`config.mk`:
```
export PLATFORM = sky130hd
export DESIGN_NAME = kickoff_top
export DESIGN_NICKNAME = d
export VERILOG_FILES = /design/src/hdl/kickoff_pkg.sv /design/src/hdl/wb_cmd_adapter.sv /design/src/hdl/kickoff_router.sv /design/src/hdl/launch_arbiter.sv /design/src/hdl/kickoff_top.sv
export VERILOG_INCLUDE_DIRS = /design/src /design/src/hdl
export SDC_FILE = /design/constraint.sdc
export NUM_CORES = 1
export LEC_CHECK = 0
export BUFFER_PORTS_ARGS = -buffer_cell sky130_fd_sc_hd__buf_2
export CAP_MARGIN = 0
export CORE_MARGIN = 5
export CORE_UTILIZATION = 50
export DETAILED_ROUTE_END_ITERATION = 10
export MAX_ROUTING_LAYER = met4
export PLACE_DENSITY_LB_ADDON = 0.05
export SETUP_SLACK_MARGIN = 0.4
export SKIP_LAST_GASP = 1
export SLEW_MARGIN = 0
export SYNTH_ARGS = -nofsm -noshare
export SYNTH_HDL_FRONTEND = slang
export SYNTH_SLANG_ARGS = --single-unit
```
`constraint.sdc`:
```
create_clock -name clk -period 8.5 [get_ports clk]
set_clock_uncertainty 0.1 [all_clocks]
set_input_delay 0.85 -clock clk [delete_from_list [all_inputs] [get_ports clk]]
set_output_delay 0.85 -clock clk [all_outputs]
set_load 0.02 [all_outputs]
```
`src/hdl/kickoff_params.svh`:
```
/* Channel count, address map and bus widths of the descriptor kick-off path */
`ifndef KICKOFF_PARAMS_SVH
`define KICKOFF_PARAMS_SVH

// Channel count and channel index width
`define KICK_NUM_CHANNELS 8
`define KICK_CHAN_BITS 3

// Wishbone address and data widths
`define KICK_ADDR_BITS 12
`define KICK_DATA_BITS 32
// Full descriptor address, HIGH and LOW words together
`define KICK_DESC_BITS 64

// Address map: bits 5..3 pick the channel, bit 2 picks HIGH or LOW
`define KICK_CHAN_LSB 3
`define KICK_HIGH_BIT 2
`define KICK_WINDOW_BYTES (8 * `KICK_NUM_CHANNELS)
`endif

```
`src/hdl/kickoff_pkg.sv`:
```
/* Shared types of the kick-off path: FSM state enums,
   bus command and response structs, launch stream struct */
`include "kickoff_params.svh"

package kickoff_pkg;

    // One bus command from the Wishbone adapter
    typedef struct packed {
        logic [`KICK_ADDR_BITS-1:0] addr;
        logic [`KICK_DATA_BITS-1:0] wdata;
        logic                       write;
    } kick_cmd_t;

    // Response back to the adapter
    typedef struct packed {
        logic err;
    } kick_rsp_t;

    // One launched descriptor on the outgoing stream
    typedef struct packed {
        logic [`KICK_CHAN_BITS-1:0] chan;
        logic [`KICK_DESC_BITS-1:0] addr;
    } launch_t;

    // Wishbone adapter FSM
    typedef enum logic [1:0] {
        ADP_IDLE,
        ADP_ISSUE,
        ADP_WAIT_RSP,
        ADP_FINISH
    } adapter_state_t;

    // Router FSM, LOW/HIGH pairing
    typedef enum logic [2:0] {
        RTR_IDLE,
        RTR_RESPOND_LOW,
        RTR_WAIT_HIGH,
        RTR_ROUTE,
        RTR_RESPOND_HIGH
    } router_state_t;

endpackage

```
`src/hdl/wb_cmd_adapter.sv`:
```
/* Wishbone classic slave front end: one bus cycle becomes one command,
   the router response comes back as a one-cycle ack or err */
`timescale 1ns/1ns
`include "kickoff_params.svh"

module wb_cmd_adapter (
    input  logic                       clk,
    input  logic                       rst,
    // Wishbone classic slave
    input  logic                       wb_cyc,
    input  logic                       wb_stb,
    input  logic                       wb_we,
    input  logic [`KICK_ADDR_BITS-1:0] wb_adr,
    input  logic [`KICK_DATA_BITS-1:0] wb_dat_w,
    output logic                       wb_ack,
    output logic                       wb_err,
    // Command channel toward the router
    output logic                       cmd_valid,
    input  logic                       cmd_ready,
    output kickoff_pkg::kick_cmd_t     cmd,
    // Response channel from the router
    input  logic                       rsp_valid,
    output logic                       rsp_ready,
    input  kickoff_pkg::kick_rsp_t     rsp
);

    kickoff_pkg::adapter_state_t state;
    logic                        bus_req;

    assign bus_req   = wb_cyc && wb_stb;
    assign cmd_valid = (state == kickoff_pkg::ADP_ISSUE);
    assign rsp_ready = (state == kickoff_pkg::ADP_WAIT_RSP);

    // FSM and the registered ack/err pulse
    always_ff @(posedge clk) begin
        if (rst) begin
            state  <= kickoff_pkg::ADP_IDLE;
            wb_ack <= 1'b0;
            wb_err <= 1'b0;
        end else begin
            // Pulses last a single cycle
            wb_ack <= 1'b0;
            wb_err <= 1'b0;
            case (state)
                kickoff_pkg::ADP_IDLE: begin
                    if (bus_req) begin
                        state <= kickoff_pkg::ADP_ISSUE;
                    end
                end
                kickoff_pkg::ADP_ISSUE: begin
                    if (cmd_ready) begin
                        state <= kickoff_pkg::ADP_WAIT_RSP;
                    end
                end
                kickoff_pkg::ADP_WAIT_RSP: begin
                    if (rsp_valid) begin
                        wb_ack <= !rsp.err;
                        wb_err <= rsp.err;
                        state  <= kickoff_pkg::ADP_FINISH;
                    end
                end
                kickoff_pkg::ADP_FINISH: begin
                    // Host must drop stb before the next cycle is taken
                    if (!bus_req) begin
                        state <= kickoff_pkg::ADP_IDLE;
                    end
                end
                default: state <= kickoff_pkg::ADP_IDLE;
            endcase
        end
    end

    // Command capture when a request is taken in IDLE
    always_ff @(posedge clk) begin
        if (state == kickoff_pkg::ADP_IDLE && bus_req) begin
            cmd.addr  <= wb_adr;
            cmd.wdata <= wb_dat_w;
            cmd.write <= wb_we;
        end
    end

endmodule

```
`src/hdl/kickoff_router.sv`:
```
/* Kick-off router: channel decode, LOW/HIGH write pairing, error checks
   and hand-off of the assembled 64-bit address to the channel slot */
`timescale 1ns/1ns
`include "kickoff_params.svh"

module kickoff_router (
    input  logic                          clk,
    input  logic                          rst,
    // Command channel from the adapter
    input  logic                          cmd_valid,
    output logic                          cmd_ready,
    input  kickoff_pkg::kick_cmd_t        cmd,
    // Response channel to the adapter
    output logic                          rsp_valid,
    input  logic                          rsp_ready,
    output kickoff_pkg::kick_rsp_t        rsp,
    // Per-channel slot handshake, one shared address
    output logic [`KICK_NUM_CHANNELS-1:0] slot_valid,
    input  logic [`KICK_NUM_CHANNELS-1:0] slot_ready,
    output logic [`KICK_DESC_BITS-1:0]    slot_addr
);

    // First offset past the last channel register pair
    localparam logic [`KICK_ADDR_BITS-1:0] WINDOW_END = `KICK_WINDOW_BYTES;

    // ==================================================
    // Address decode
    // ==================================================

    logic [`KICK_CHAN_BITS-1:0] cmd_chan;
    logic                       cmd_high;
    logic                       cmd_in_range;
    logic                       low_ok;
    logic                       high_ok;
    logic                       cmd_fire;

    assign cmd_chan     = cmd.addr[`KICK_CHAN_LSB +: `KICK_CHAN_BITS];
    assign cmd_high     = cmd.addr[`KICK_HIGH_BIT];
    assign cmd_in_range = (cmd.addr < WINDOW_END);
    assign cmd_fire     = cmd_valid && cmd_ready;

    // ==================================================
    // State and latched transaction
    // ==================================================

    kickoff_pkg::router_state_t state;
    kickoff_pkg::router_state_t next_state;
    logic [`KICK_CHAN_BITS-1:0] lat_chan;
    logic [`KICK_DATA_BITS-1:0] low_word;
    logic [`KICK_DATA_BITS-1:0] high_word;
    logic                       err_q;

    // Valid opener: an in-range LOW write
    assign low_ok  = cmd.write && cmd_in_range && !cmd_high;
    // Valid closer: an in-range HIGH write to the latched channel
    assign high_ok = cmd.write && cmd_in_range && cmd_high && (cmd_chan == lat_chan);

    // Next state
    always_comb begin
        next_state = state;
        case (state)
            kickoff_pkg::RTR_IDLE: begin
                // Good or bad, every command is answered from RESPOND_LOW
                if (cmd_fire) begin
                    next_state = kickoff_pkg::RTR_RESPOND_LOW;
                end
            end
            kickoff_pkg::RTR_RESPOND_LOW: begin
                if (rsp_ready) begin
                    next_state = err_q ? kickoff_pkg::RTR_IDLE : kickoff_pkg::RTR_WAIT_HIGH;
                end
            end
            kickoff_pkg::RTR_WAIT_HIGH: begin
                if (cmd_fire) begin
                    next_state = high_ok ? kickoff_pkg::RTR_ROUTE
                                         : kickoff_pkg::RTR_RESPOND_HIGH;
                end
            end
            kickoff_pkg::RTR_ROUTE: begin
                // Held here while the slot is still full
                if (slot_ready[lat_chan]) begin
                    next_state = kickoff_pkg::RTR_RESPOND_HIGH;
                end
            end
            kickoff_pkg::RTR_RESPOND_HIGH: begin
                if (rsp_ready) begin
                    next_state = kickoff_pkg::RTR_IDLE;
                end
            end
            default: next_state = kickoff_pkg::RTR_IDLE;
        endcase
    end

    always_ff @(posedge clk) begin
        if (rst) begin
            state <= kickoff_pkg::RTR_IDLE;
        end else begin
            state <= next_state;
        end
    end

    // Capture of channel, data words and the error verdict
    always_ff @(posedge clk) begin
        if (state == kickoff_pkg::RTR_IDLE && cmd_fire) begin
            err_q <= !low_ok;
            if (low_ok) begin
                lat_chan <= cmd_chan;
                low_word <= cmd.wdata;
            end
        end
        // Failed closer drops the pair, state returns to IDLE after the error
        if (state == kickoff_pkg::RTR_WAIT_HIGH && cmd_fire) begin
            err_q <= !high_ok;
            if (high_ok) begin
                high_word <= cmd.wdata;
            end
        end
    end

    // ==================================================
    // Outputs
    // ==================================================

    assign cmd_ready = (state == kickoff_pkg::RTR_IDLE) || (state == kickoff_pkg::RTR_WAIT_HIGH);
    assign rsp_valid = (state == kickoff_pkg::RTR_RESPOND_LOW) ||
                       (state == kickoff_pkg::RTR_RESPOND_HIGH);
    assign rsp.err   = err_q;

    // Only the latched channel sees valid, and only in ROUTE
    always_comb begin
        slot_valid = '0;
        if (state == kickoff_pkg::RTR_ROUTE) begin
            slot_valid[lat_chan] = 1'b1;
        end
    end

    assign slot_addr = {high_word, low_word};

endmodule

```
`src/hdl/launch_arbiter.sv`:
```
/* Per-channel pending descriptor slots and a round-robin launch stream
   with back-pressure from the descriptor engines */
`timescale 1ns/1ns
`include "kickoff_params.svh"

module launch_arbiter (
    input  logic                          clk,
    input  logic                          rst,
    // Slot fill handshake from the router
    input  logic [`KICK_NUM_CHANNELS-1:0] slot_valid,
    output logic [`KICK_NUM_CHANNELS-1:0] slot_ready,
    input  logic [`KICK_DESC_BITS-1:0]    slot_addr,
    // Launch stream
    output logic                          launch_valid,
    output kickoff_pkg::launch_t          launch,
    input  logic                          launch_ready
);

    logic [`KICK_NUM_CHANNELS-1:0] slot_busy;
    logic [`KICK_DESC_BITS-1:0]    slot_addr_q [`KICK_NUM_CHANNELS];
    logic [`KICK_CHAN_BITS-1:0]    last_chan;
    logic [`KICK_NUM_CHANNELS-1:0] free_mask;
    logic [`KICK_NUM_CHANNELS-1:0] candidates;
    logic                          pick_found;
    logic [`KICK_CHAN_BITS-1:0]    pick_chan;
    logic                          load_en;

    // Empty slot can take a new address
    assign slot_ready = ~slot_busy;

    // Slot leaving on this cycle's accepted launch
    always_comb begin
        free_mask = '0;
        if (launch_valid && launch_ready) begin
            free_mask[launch.chan] = 1'b1;
        end
    end

    assign candidates = slot_busy & ~free_mask;
    // Output register is empty or drains this cycle
    assign load_en    = !launch_valid || launch_ready;

    // Round-robin search, starting just after the last picked channel
    always_comb begin : rr_pick
        logic [`KICK_CHAN_BITS-1:0] idx;
        pick_found = 1'b0;
        pick_chan  = '0;
        for (int k = 1; k <= `KICK_NUM_CHANNELS; k++) begin
            idx = last_chan + `KICK_CHAN_BITS'(k);
            if (!pick_found && candidates[idx]) begin
                pick_found = 1'b1;
                pick_chan  = idx;
            end
        end
    end

    // Busy flags, launch valid and the round-robin pointer
    always_ff @(posedge clk) begin
        if (rst) begin
            slot_busy    <= '0;
            launch_valid <= 1'b0;
            last_chan    <= '1;
        end else begin
            for (int ch = 0; ch < `KICK_NUM_CHANNELS; ch++) begin
                if (free_mask[ch]) begin
                    slot_busy[ch] <= 1'b0;
                end else if (slot_valid[ch] && slot_ready[ch]) begin
                    slot_busy[ch] <= 1'b1;
                end
            end
            if (load_en) begin
                launch_valid <= pick_found;
                if (pick_found) begin
                    last_chan <= pick_chan;
                end
            end
        end
    end

    // Slot addresses and the registered launch payload
    always_ff @(posedge clk) begin
        for (int ch = 0; ch < `KICK_NUM_CHANNELS; ch++) begin
            if (slot_valid[ch] && slot_ready[ch]) begin
                slot_addr_q[ch] <= slot_addr;
            end
        end
        // Payload held while launch_ready is low
        if (load_en && pick_found) begin
            launch.chan <= pick_chan;
            launch.addr <= slot_addr_q[pick_chan];
        end
    end

endmodule

```
`src/hdl/kickoff_top.sv`:
```
/* Top level of the kick-off path: Wishbone adapter, router, launch arbiter */
`timescale 1ns/1ns
`include "kickoff_params.svh"

module kickoff_top (
    input  logic                       clk,
    input  logic                       rst,
    // Wishbone classic slave
    input  logic                       wb_cyc,
    input  logic                       wb_stb,
    input  logic                       wb_we,
    input  logic [`KICK_ADDR_BITS-1:0] wb_adr,
    input  logic [`KICK_DATA_BITS-1:0] wb_dat_w,
    output logic                       wb_ack,
    output logic                       wb_err,
    // Launch stream toward the descriptor engines
    output logic                       launch_valid,
    output kickoff_pkg::launch_t       launch,
    input  logic                       launch_ready
);

    // Adapter and router command/response exchange
    logic                   cmd_valid;
    logic                   cmd_ready;
    kickoff_pkg::kick_cmd_t cmd;
    logic                   rsp_valid;
    logic                   rsp_ready;
    kickoff_pkg::kick_rsp_t rsp;

    // Router to arbiter slot handshake
    logic [`KICK_NUM_CHANNELS-1:0] slot_valid;
    logic [`KICK_NUM_CHANNELS-1:0] slot_ready;
    logic [`KICK_DESC_BITS-1:0]    slot_addr;

    wb_cmd_adapter adapter_i (.*);

    kickoff_router router_i (.*);

    launch_arbiter arbiter_i (.*);

endmodule

```
==> results.py, run 1 <==
metrics = {
    "outcome": {
        "status": "complete, no violations",
    },
    "worst_setup_path": {
        "critPathMaxFanout": 29,
        "end_kind": "register",
        "r2r_slack_ns": 2.19,
        "startpoint_type": "register",
        "crit_required_ns": 8.69,
        "critical_path_class": "register to register",
        "crit_arrival_ns": 6.50,
        "reg2reg_depth": 13,
        "endpoint": "arbiter_i.launch[1]$_DFFE_PP_",
        "r2r-end": "arbiter_i.launch[1]$_DFFE_PP_",
        "r2r-start": "arbiter_i.last_chan[0]$_SDFFE_PP1P_",
        "startpoint": "arbiter_i.last_chan[0]$_SDFFE_PP1P_",
    },
    "clocking": {
        "ctsLongestPathBuffers": 3,
        "cts.sinks": 709,
        "ctsResizeCount": 0,
        "h-tree-depth": 3,
        "numCtsBuffers": 74,
        "clk-insertion-delay-late_ns": 0.62,
        "postCtsHoldBufs": 0,
        "clk_pin_slew_ns": 0.06,
        "postCtsSetupBuffers": 0,
        "cts_tree": "yes",
        "cts_root_buf": "clkbuf_16",
    },
    "route": {
        "wl_um": 76350,
        "top_layer": "met4",
        "vias_per_cell": 6.521,
        "dr_total_vias": 17170,
        "drtIter0Drc": 1521,
        "routedWlPerCell_um": 29.00,
        "met1_length_um": 32390,
        "drc_errors": 0,
        "wl_met3_um": 5207,
        "ant_nets": 0,
        "wl_met2_um": 36490,
        "dr.pass1.iters": 5,
    },
    "worst_hold_path": {
        "hp-class": "input port to register",
    },
    "place": {
        "dp_hpwl_um": 40930,
        "placed_cells_incl_taps": 2493,
        "dpl_cell_area_sq_um": 30220,
        "io_buffers": 117,
        "place.gp.congestion": 0.8253,
    },
    "floorplanning": {
        "start_util": 0.5028,
        "num_rows": 88,
        "die-area_sq_um": 62590,
        "die_h_um": 250.2,
        "chipWidth_um": 250.2,
        "core_sq_um": 57370,
        "ioPinCount": 120,
    },
    "power": {
        "p_leak_nw": 10.07,
        "power_frac_clock": 0.434,
        "p_per_area_nw_per_um2": 217.4,
        "vdd_drop_max_mv": 0.1644,
        "p_int_w": 0.005597,
        "switching_share": 0.2079,
        "p_switching_w": 0.001469,
        "p_seq_frac": 0.550,
        "combPwrFrac": 0.016,
    },
    "timing": {
        "tightest_slew_ns": 1.384,
        "hold_violations": 0,
        "maxSlewHeadroom": 0.07496,
        "fmax_ghz": 0.1585,
        "drv_slew": 0,
        "finalSetupViolCount": 0,
        "timing.setup.tns_ns": 0,
        "period_needed_ns": 6.310,
        "rsz0062_at_grt": "no",
        "min_period_over_period": 0.7424,
    },
    "synth": {
        "async_flop_share": 0,
        "ys.flop_type": "edfxtp_1",
        "seq_area_frac_synth": 0.7316,
        "synth_edf_count": 690,
        "synth_cell_types": 66,
        "ys_warn_count": 0,
        "syn_area_per_cell_sq_um": 16.87,
        "synth_area_sq_um": 28840,
        "synth.net_count": 1766,
        "synthCells": 1710,
        "synth_seq_cells": 709,
    },
    "global_routing": {
        "grt_pass1_vias": 17310,
        "grt_use_total": 0.2465,
        "globalRouteOverflowTotal": 0,
        "antenna_found_initial": 8,
        "grt_pass1_wl_um": 113300,
        "grt_max_degree": 109,
    },
    "final_layout": {
        "drive_above_1_share": 0.1905,
        "final_area_sq_um": 32500,
        "finalNetCount": 1860,
        "area_delta_synth_final_pct": 12.68,
        "fin_util": 0.5665,
        "final-instance-count-excl-fill": 2633,
        "final.fill_count": 4380,
    },
    "run": {
        "cap_violations": 0,
    },
}
## cells in the mapped netlist, types with 13 or more instances
master,number,area [sq um]
a21boi_0,63,473.0
a221oi_1,44,385.4
a221oi_2,19,285.3
a32oi_1,63,551.8
and3_1,65,406.6
buf_2,31,155.2
clkbuf_1,89,334.1
dfxtp_1,19,380.4
edfxtp_1,690,20720
mux2i_1,141,1411
mux4_2,17,382.9
nand2_1,13,48.80
nand3_1,67,335.3
nand4_1,63,394.1
nor2_1,20,75.07
nor3_1,14,70.07
o221ai_1,65,569.3
o32ai_1,63,551.8
## worst min path at each step
stage	start	endpoint	slack (ns)	depth (start not counted)
detailed placement	adapter_i.cmd[38]$_DFFE_PP_	router_i.lat_chan[2]$_DFFE_PP_	0.37	0
global route	wb_dat_w[9]	adapter_i.cmd[10]$_DFFE_PP_	0.29	1
global placement	adapter_i.cmd[38]$_DFFE_PP_	router_i.lat_chan[2]$_DFFE_PP_	0.36	0
floorplan	adapter_i.cmd[1]$_DFFE_PP_	router_i.high_word[0]$_DFFE_PP_	0.32	0
finish	wb_adr[8]	adapter_i.cmd[41]$_DFFE_PP_	0.31	1
CTS	wb_adr[8]	adapter_i.cmd[41]$_DFFE_PP_	0.28	1
## worst max-delay path, stage by stage, from the launching register on
cell	delay, ns
dfxtp_1	0.62
inv_1	0.43
ha_1	0.73
clkinv_1	0.37
mux2i_1	0.33
mux4_2	0.35
and4_1	0.42
nand2_2	0.11
o221ai_2	0.53
nand2_2	0.69
buf_4	0.51
buf_4	0.27
o32ai_1	0.38
a221oi_1	0.08
## kinds of logic (layout without fill, tap and decap cells)
family | Yosys count | after routing | share of synthesized area
flops | 709 | 709 | 0.7316
compound gates | 386 | 386 | 0.1160
simple gates | 277 | 277 | 0.05501
mux | 168 | 168 | 0.06611
buf+inv | 156 | 310 | 0.02620
xor+xnor | 8 | 8 | 0.002429
fa+ha+maj | 6 | 6 | 0.002603
other cells | 0 | 4 | 0
## layout by cell type (no fill, tap or decap), drive strengths merged, types with 9 or more instances in the layout
master,count
edfxtp,690
buf,164
mux2i,141
clkbuf,89
nand3,69
o221ai,66
and3,65
a21boi,64
nand4,63
a32oi,63
o32ai,63
a221oi,63
clkinv,40
nor2,21
dfxtp,19
mux4,17
nand2,17
o21ai,17
nor3,15
inv,12
mux2,10
a21oi,9
## power by group through the flow
stage | Sequential [W] | Combinational, W | Clock [W]
floorplan | 0.00392 | 0.0000796 | 0
global placement | 0.00396 | 0.000109 | 0
detailed placement | 0.00396 | 0.000114 | 0
CTS | 0.00389 | 0.000114 | 0.00312
global route | 0.00389 | 0.000129 | 0.00327
finish | 0.00389 | 0.000112 | 0.00306
## sequential cells by signal (all words and copies together), names as in the netlist
signal	cells
adapter_i.cmd	43
adapter_i.state	2
adapter_i.wb_ack	1
adapter_i.wb_err	1
arbiter_i.last_chan	3
arbiter_i.launch	67
arbiter_i.launch_valid	1
arbiter_i.slot_addr_q	512
arbiter_i.slot_busy	8
router_i.high_word	32
router_i.lat_chan	3
router_i.low_word	32
router_i.rsp	1
router_i.state	3
## metal layers
layer | track usage | up-vias
met5 | - | -
met4 | 0.09138 | 0
met3 | 0.03863 | 147
met2 | 0.3817 | 729
met1 | 0.3353 | 8852
li1 | - | 7443
## area by class of cell
type | count | area (sq um) | area share
clock buffers | 89 | 1929 | 0.05937
clock inverters | 47 | 335.3 | 0.01032
well taps | 765 | 957.2 | 0.02945
repair buffers | 164 | 975.9 | 0.03003
flip-flops and latches | 709 | 21100 | 0.6493
multi-input cells | 845 | 7152 | 0.2201
diodes | 4 | 10.01 | 0.0003080
inverters | 10 | 37.54 | 0.001155
## through the flow
stage / hold slack, ns / power [W] / setup WS [ns]
after CTS: 0.2759 / 0.007123 / 2.188
after detailed placement: 0.3679 / 0.004078 / 2.197
after global routing: 0.2908 / 0.007289 / 1.861
final: 0.3068 / 0.007066 / 2.190
after floorplan: 0.3215 / 0.004001 / 2.072
after global placement: 0.3585 / 0.004073 / 2.273
Note: power is estimated with default switching activity, not from simulation.
==> run 2, diff against run 1 <==
Settings changed: ABC_AREA set to 1.
Clock period 8.5 ns to 5.62 ns, I/O delays scaled along.
==> results.py, run 2 <==
metrics = {
    "final_layout": {
        "area_delta_synth_final_pct": 13.01,
        "final_area_sq_um": 31350,
        "final_cell_mix": "690 x edfxtp_1, 685 x nand3_1, 381 x nand2_1, 117 x buf_2, 73 x clkbuf_16",
        "finalNetCount": 2252,
        "layout_commonest_cell": "edfxtp_1",
        "top_register": "arbiter_i.slot_addr_q",
        "drive_above_1_share": 0.1372,
        "largest_reg_flops": 512,
        "largestRegisters": "arbiter_i.slot_addr_q x512, arbiter_i.launch x67, adapter_i.cmd x43",
    },
    "global_routing": {
        "grt_pass1_wl_um": 103600,
        "grt_use_total": 0.2339,
        "antenna_found_initial": 3,
        "grt_pass1_vias": 16400,
        "grt_max_degree": 86,
        "globalRouteOverflowTotal": 0,
    },
    "timing": {
        "rsz0062_at_grt": "no",
        "period_needed_ns": 4.551,
        "hold_violations": 0,
        "tightest_slew_ns": 0.9650,
        "finalSetupViolCount": 0,
        "drv_slew": 0,
        "min_period_over_period": 0.8097,
        "maxSlewHeadroom": 0.3551,
        "fmax_ghz": 0.2197,
    },
    "place": {
        "io_buffers": 117,
        "dpl_cell_area_sq_um": 29010,
        "place.gp.congestion": 0.8665,
        "dp_hpwl_um": 37260,
    },
    "worst_setup_path": {
        "crit_chain": "buf_4, inv_1, ha_1, inv_1, nand3_1, nand3_2, nand2_2, nor2_4, nand2_1, nor2_1, nor2_1, nor2_2, nand3_4, nand2_8, buf_4, nand2_1, nand3_1, nand3_1, nand2_1",
        "critical_path_class": "register to register",
        "path_delay_family": "simple AND/OR/NAND/NOR gates",
        "r2r_slack_ns": 1.07,
        "crit_arrival_ns": 4.90,
        "startpoint_type": "register",
        "cpPeakStageDelay_ns": 0.65,
        "critPathMaxFanout": 82,
        "crit_required_ns": 5.97,
        "crit_slowest_cell": "nand2_8",
        "end_kind": "register",
        "path_buf_inv": 4,
    },
    "floorplanning": {
        "die-area_sq_um": 60290,
        "start_util": 0.5045,
        "die_h_um": 245.5,
        "ioPinCount": 120,
        "chipWidth_um": 245.5,
        "core_sq_um": 54990,
        "num_rows": 86,
    },
    "synth": {
        "synth_area_sq_um": 27740,
        "synthCells": 2084,
        "syn_area_per_cell_sq_um": 13.31,
        "ys_warn_count": 0,
        "synth_commonest_cells": "690 x edfxtp_1, 685 x nand3_1, 381 x nand2_1",
        "synth.net_count": 2140,
        "async_flop_share": 0,
        "yosys.cell_count.top_type": "edfxtp_1",
        "synth_seq_cells": 709,
        "synth_cell_types": 41,
        "seq_area_frac_synth": 0.7607,
        "ys.flop_type": "edfxtp_1",
        "synth_edf_count": 690,
        "yosysTopAreaCell": "edfxtp_1",
        "synth_area_leaders": "edfxtp_1 75%, nand3_1 12%, nand2_1 5.2%, buf_2 1.7%, dfxtp_1 1.4%",
        "synth_top_area_share": 0.7470,
    },
    "route": {
        "drc_errors": 0,
        "wl_um": 68830,
        "dr.pass1.iters": 5,
        "routedWlPerCell_um": 22.93,
        "ant_nets": 0,
        "vias_per_cell": 5.642,
        "dr_total_vias": 16930,
        "drtIter0Drc": 1320,
    },
    "clocking": {
        "ctsLongestPathBuffers": 3,
        "cts_tree": "yes",
        "postCtsSetupBuffers": 0,
        "h-tree-depth": 3,
        "ctsResizeCount": 0,
        "clk-insertion-delay-late_ns": 0.60,
        "cts.sinks": 709,
        "numCtsBuffers": 72,
        "clk_pin_slew_ns": 0.07,
        "cts_root_buf": "clkbuf_16",
    },
    "run": {
        "cap_violations": 0,
    },
    "outcome": {
        "status": "complete, no violations",
    },
    "worst_hold_path": {
        "hp-class": "input port to register",
    },
}
-- run 2: stage by stage --
stage / std cells / setup WS [ns] / utilization / hold slack [ns] / setup TNS, ns
global placement: 2863 / 1.109 / 0.5276 / 0.3602 / 0
global route: 3001 / 0.6131 / 0.5701 / 0.01416 / 0
floorplan: 2084 / -0.2984 / - / 0.3215 / -136.78
finish: 3001 / 1.069 / 0.5701 / 0.02972 / 0
CTS: 3000 / 1.048 / 0.5701 / 0.0004289 / 0
detailed placement: 2863 / 1.104 / 0.5276 / 0.3610 / 0
-- run 2: worst paths after layout --
check	cells past startpoint	start	endpoint
max	19	arbiter_i.last_chan[1]$_SDFFE_PP1P_	arbiter_i.launch[12]$_DFFE_PP_
min	1	wb_dat_w[28]	adapter_i.cmd[29]$_DFFE_PP_
max reg2reg	19	arbiter_i.last_chan[1]$_SDFFE_PP1P_	arbiter_i.launch[12]$_DFFE_PP_
min reg2reg	0	adapter_i.cmd[38]$_DFFE_PP_	router_i.lat_chan[2]$_DFFE_PP_
-- run 2: final cells by class --
cell class                      count  area [sq um]
Tap cell                          748         935.9
Inverter                           46         172.7
Sequential cell                   709         21100
Multi-Input combinational cell   1199          5836
Clock inverter                     31         340.3
Fill cell                        4418         23640
Timing Repair Buffer              168          1036
Antenna cell                        1         2.502
Clock buffer                       99          1924
-- run 2: layer usage --
metal | track usage | vias to the layer above | wire length, um
met3 | 0.03663 | 86 | 3966
met4 | 0.05760 | 0 | 1253
met5 | - | - | 0
met2 | 0.3679 | 488 | 33320
li1 | - | 7875 | -
met1 | 0.3267 | 8483 | 30290
-- run 2: timing repair --
item,4_1_cts,5_1_grt
hold buffers,7,0
hold endpoints to repair,7,0
endpoints found under the setup margin,0,0
-- run 2: cells by family after synthesis --
kind of cell / Yosys count / synth area share
fa+ha+maj: 6 / 0.002706
xor+xnor: 4 / 0.001804
compound gates: 42 / 0.008571
flops: 709 / 0.7607
simple gates: 1147 / 0.1934
buf+inv: 176 / 0.03279
Power of run 2 is left out: the tool's default activity adds up to more than one toggle a clock period on the data nets, which glitch-free logic cannot reach.
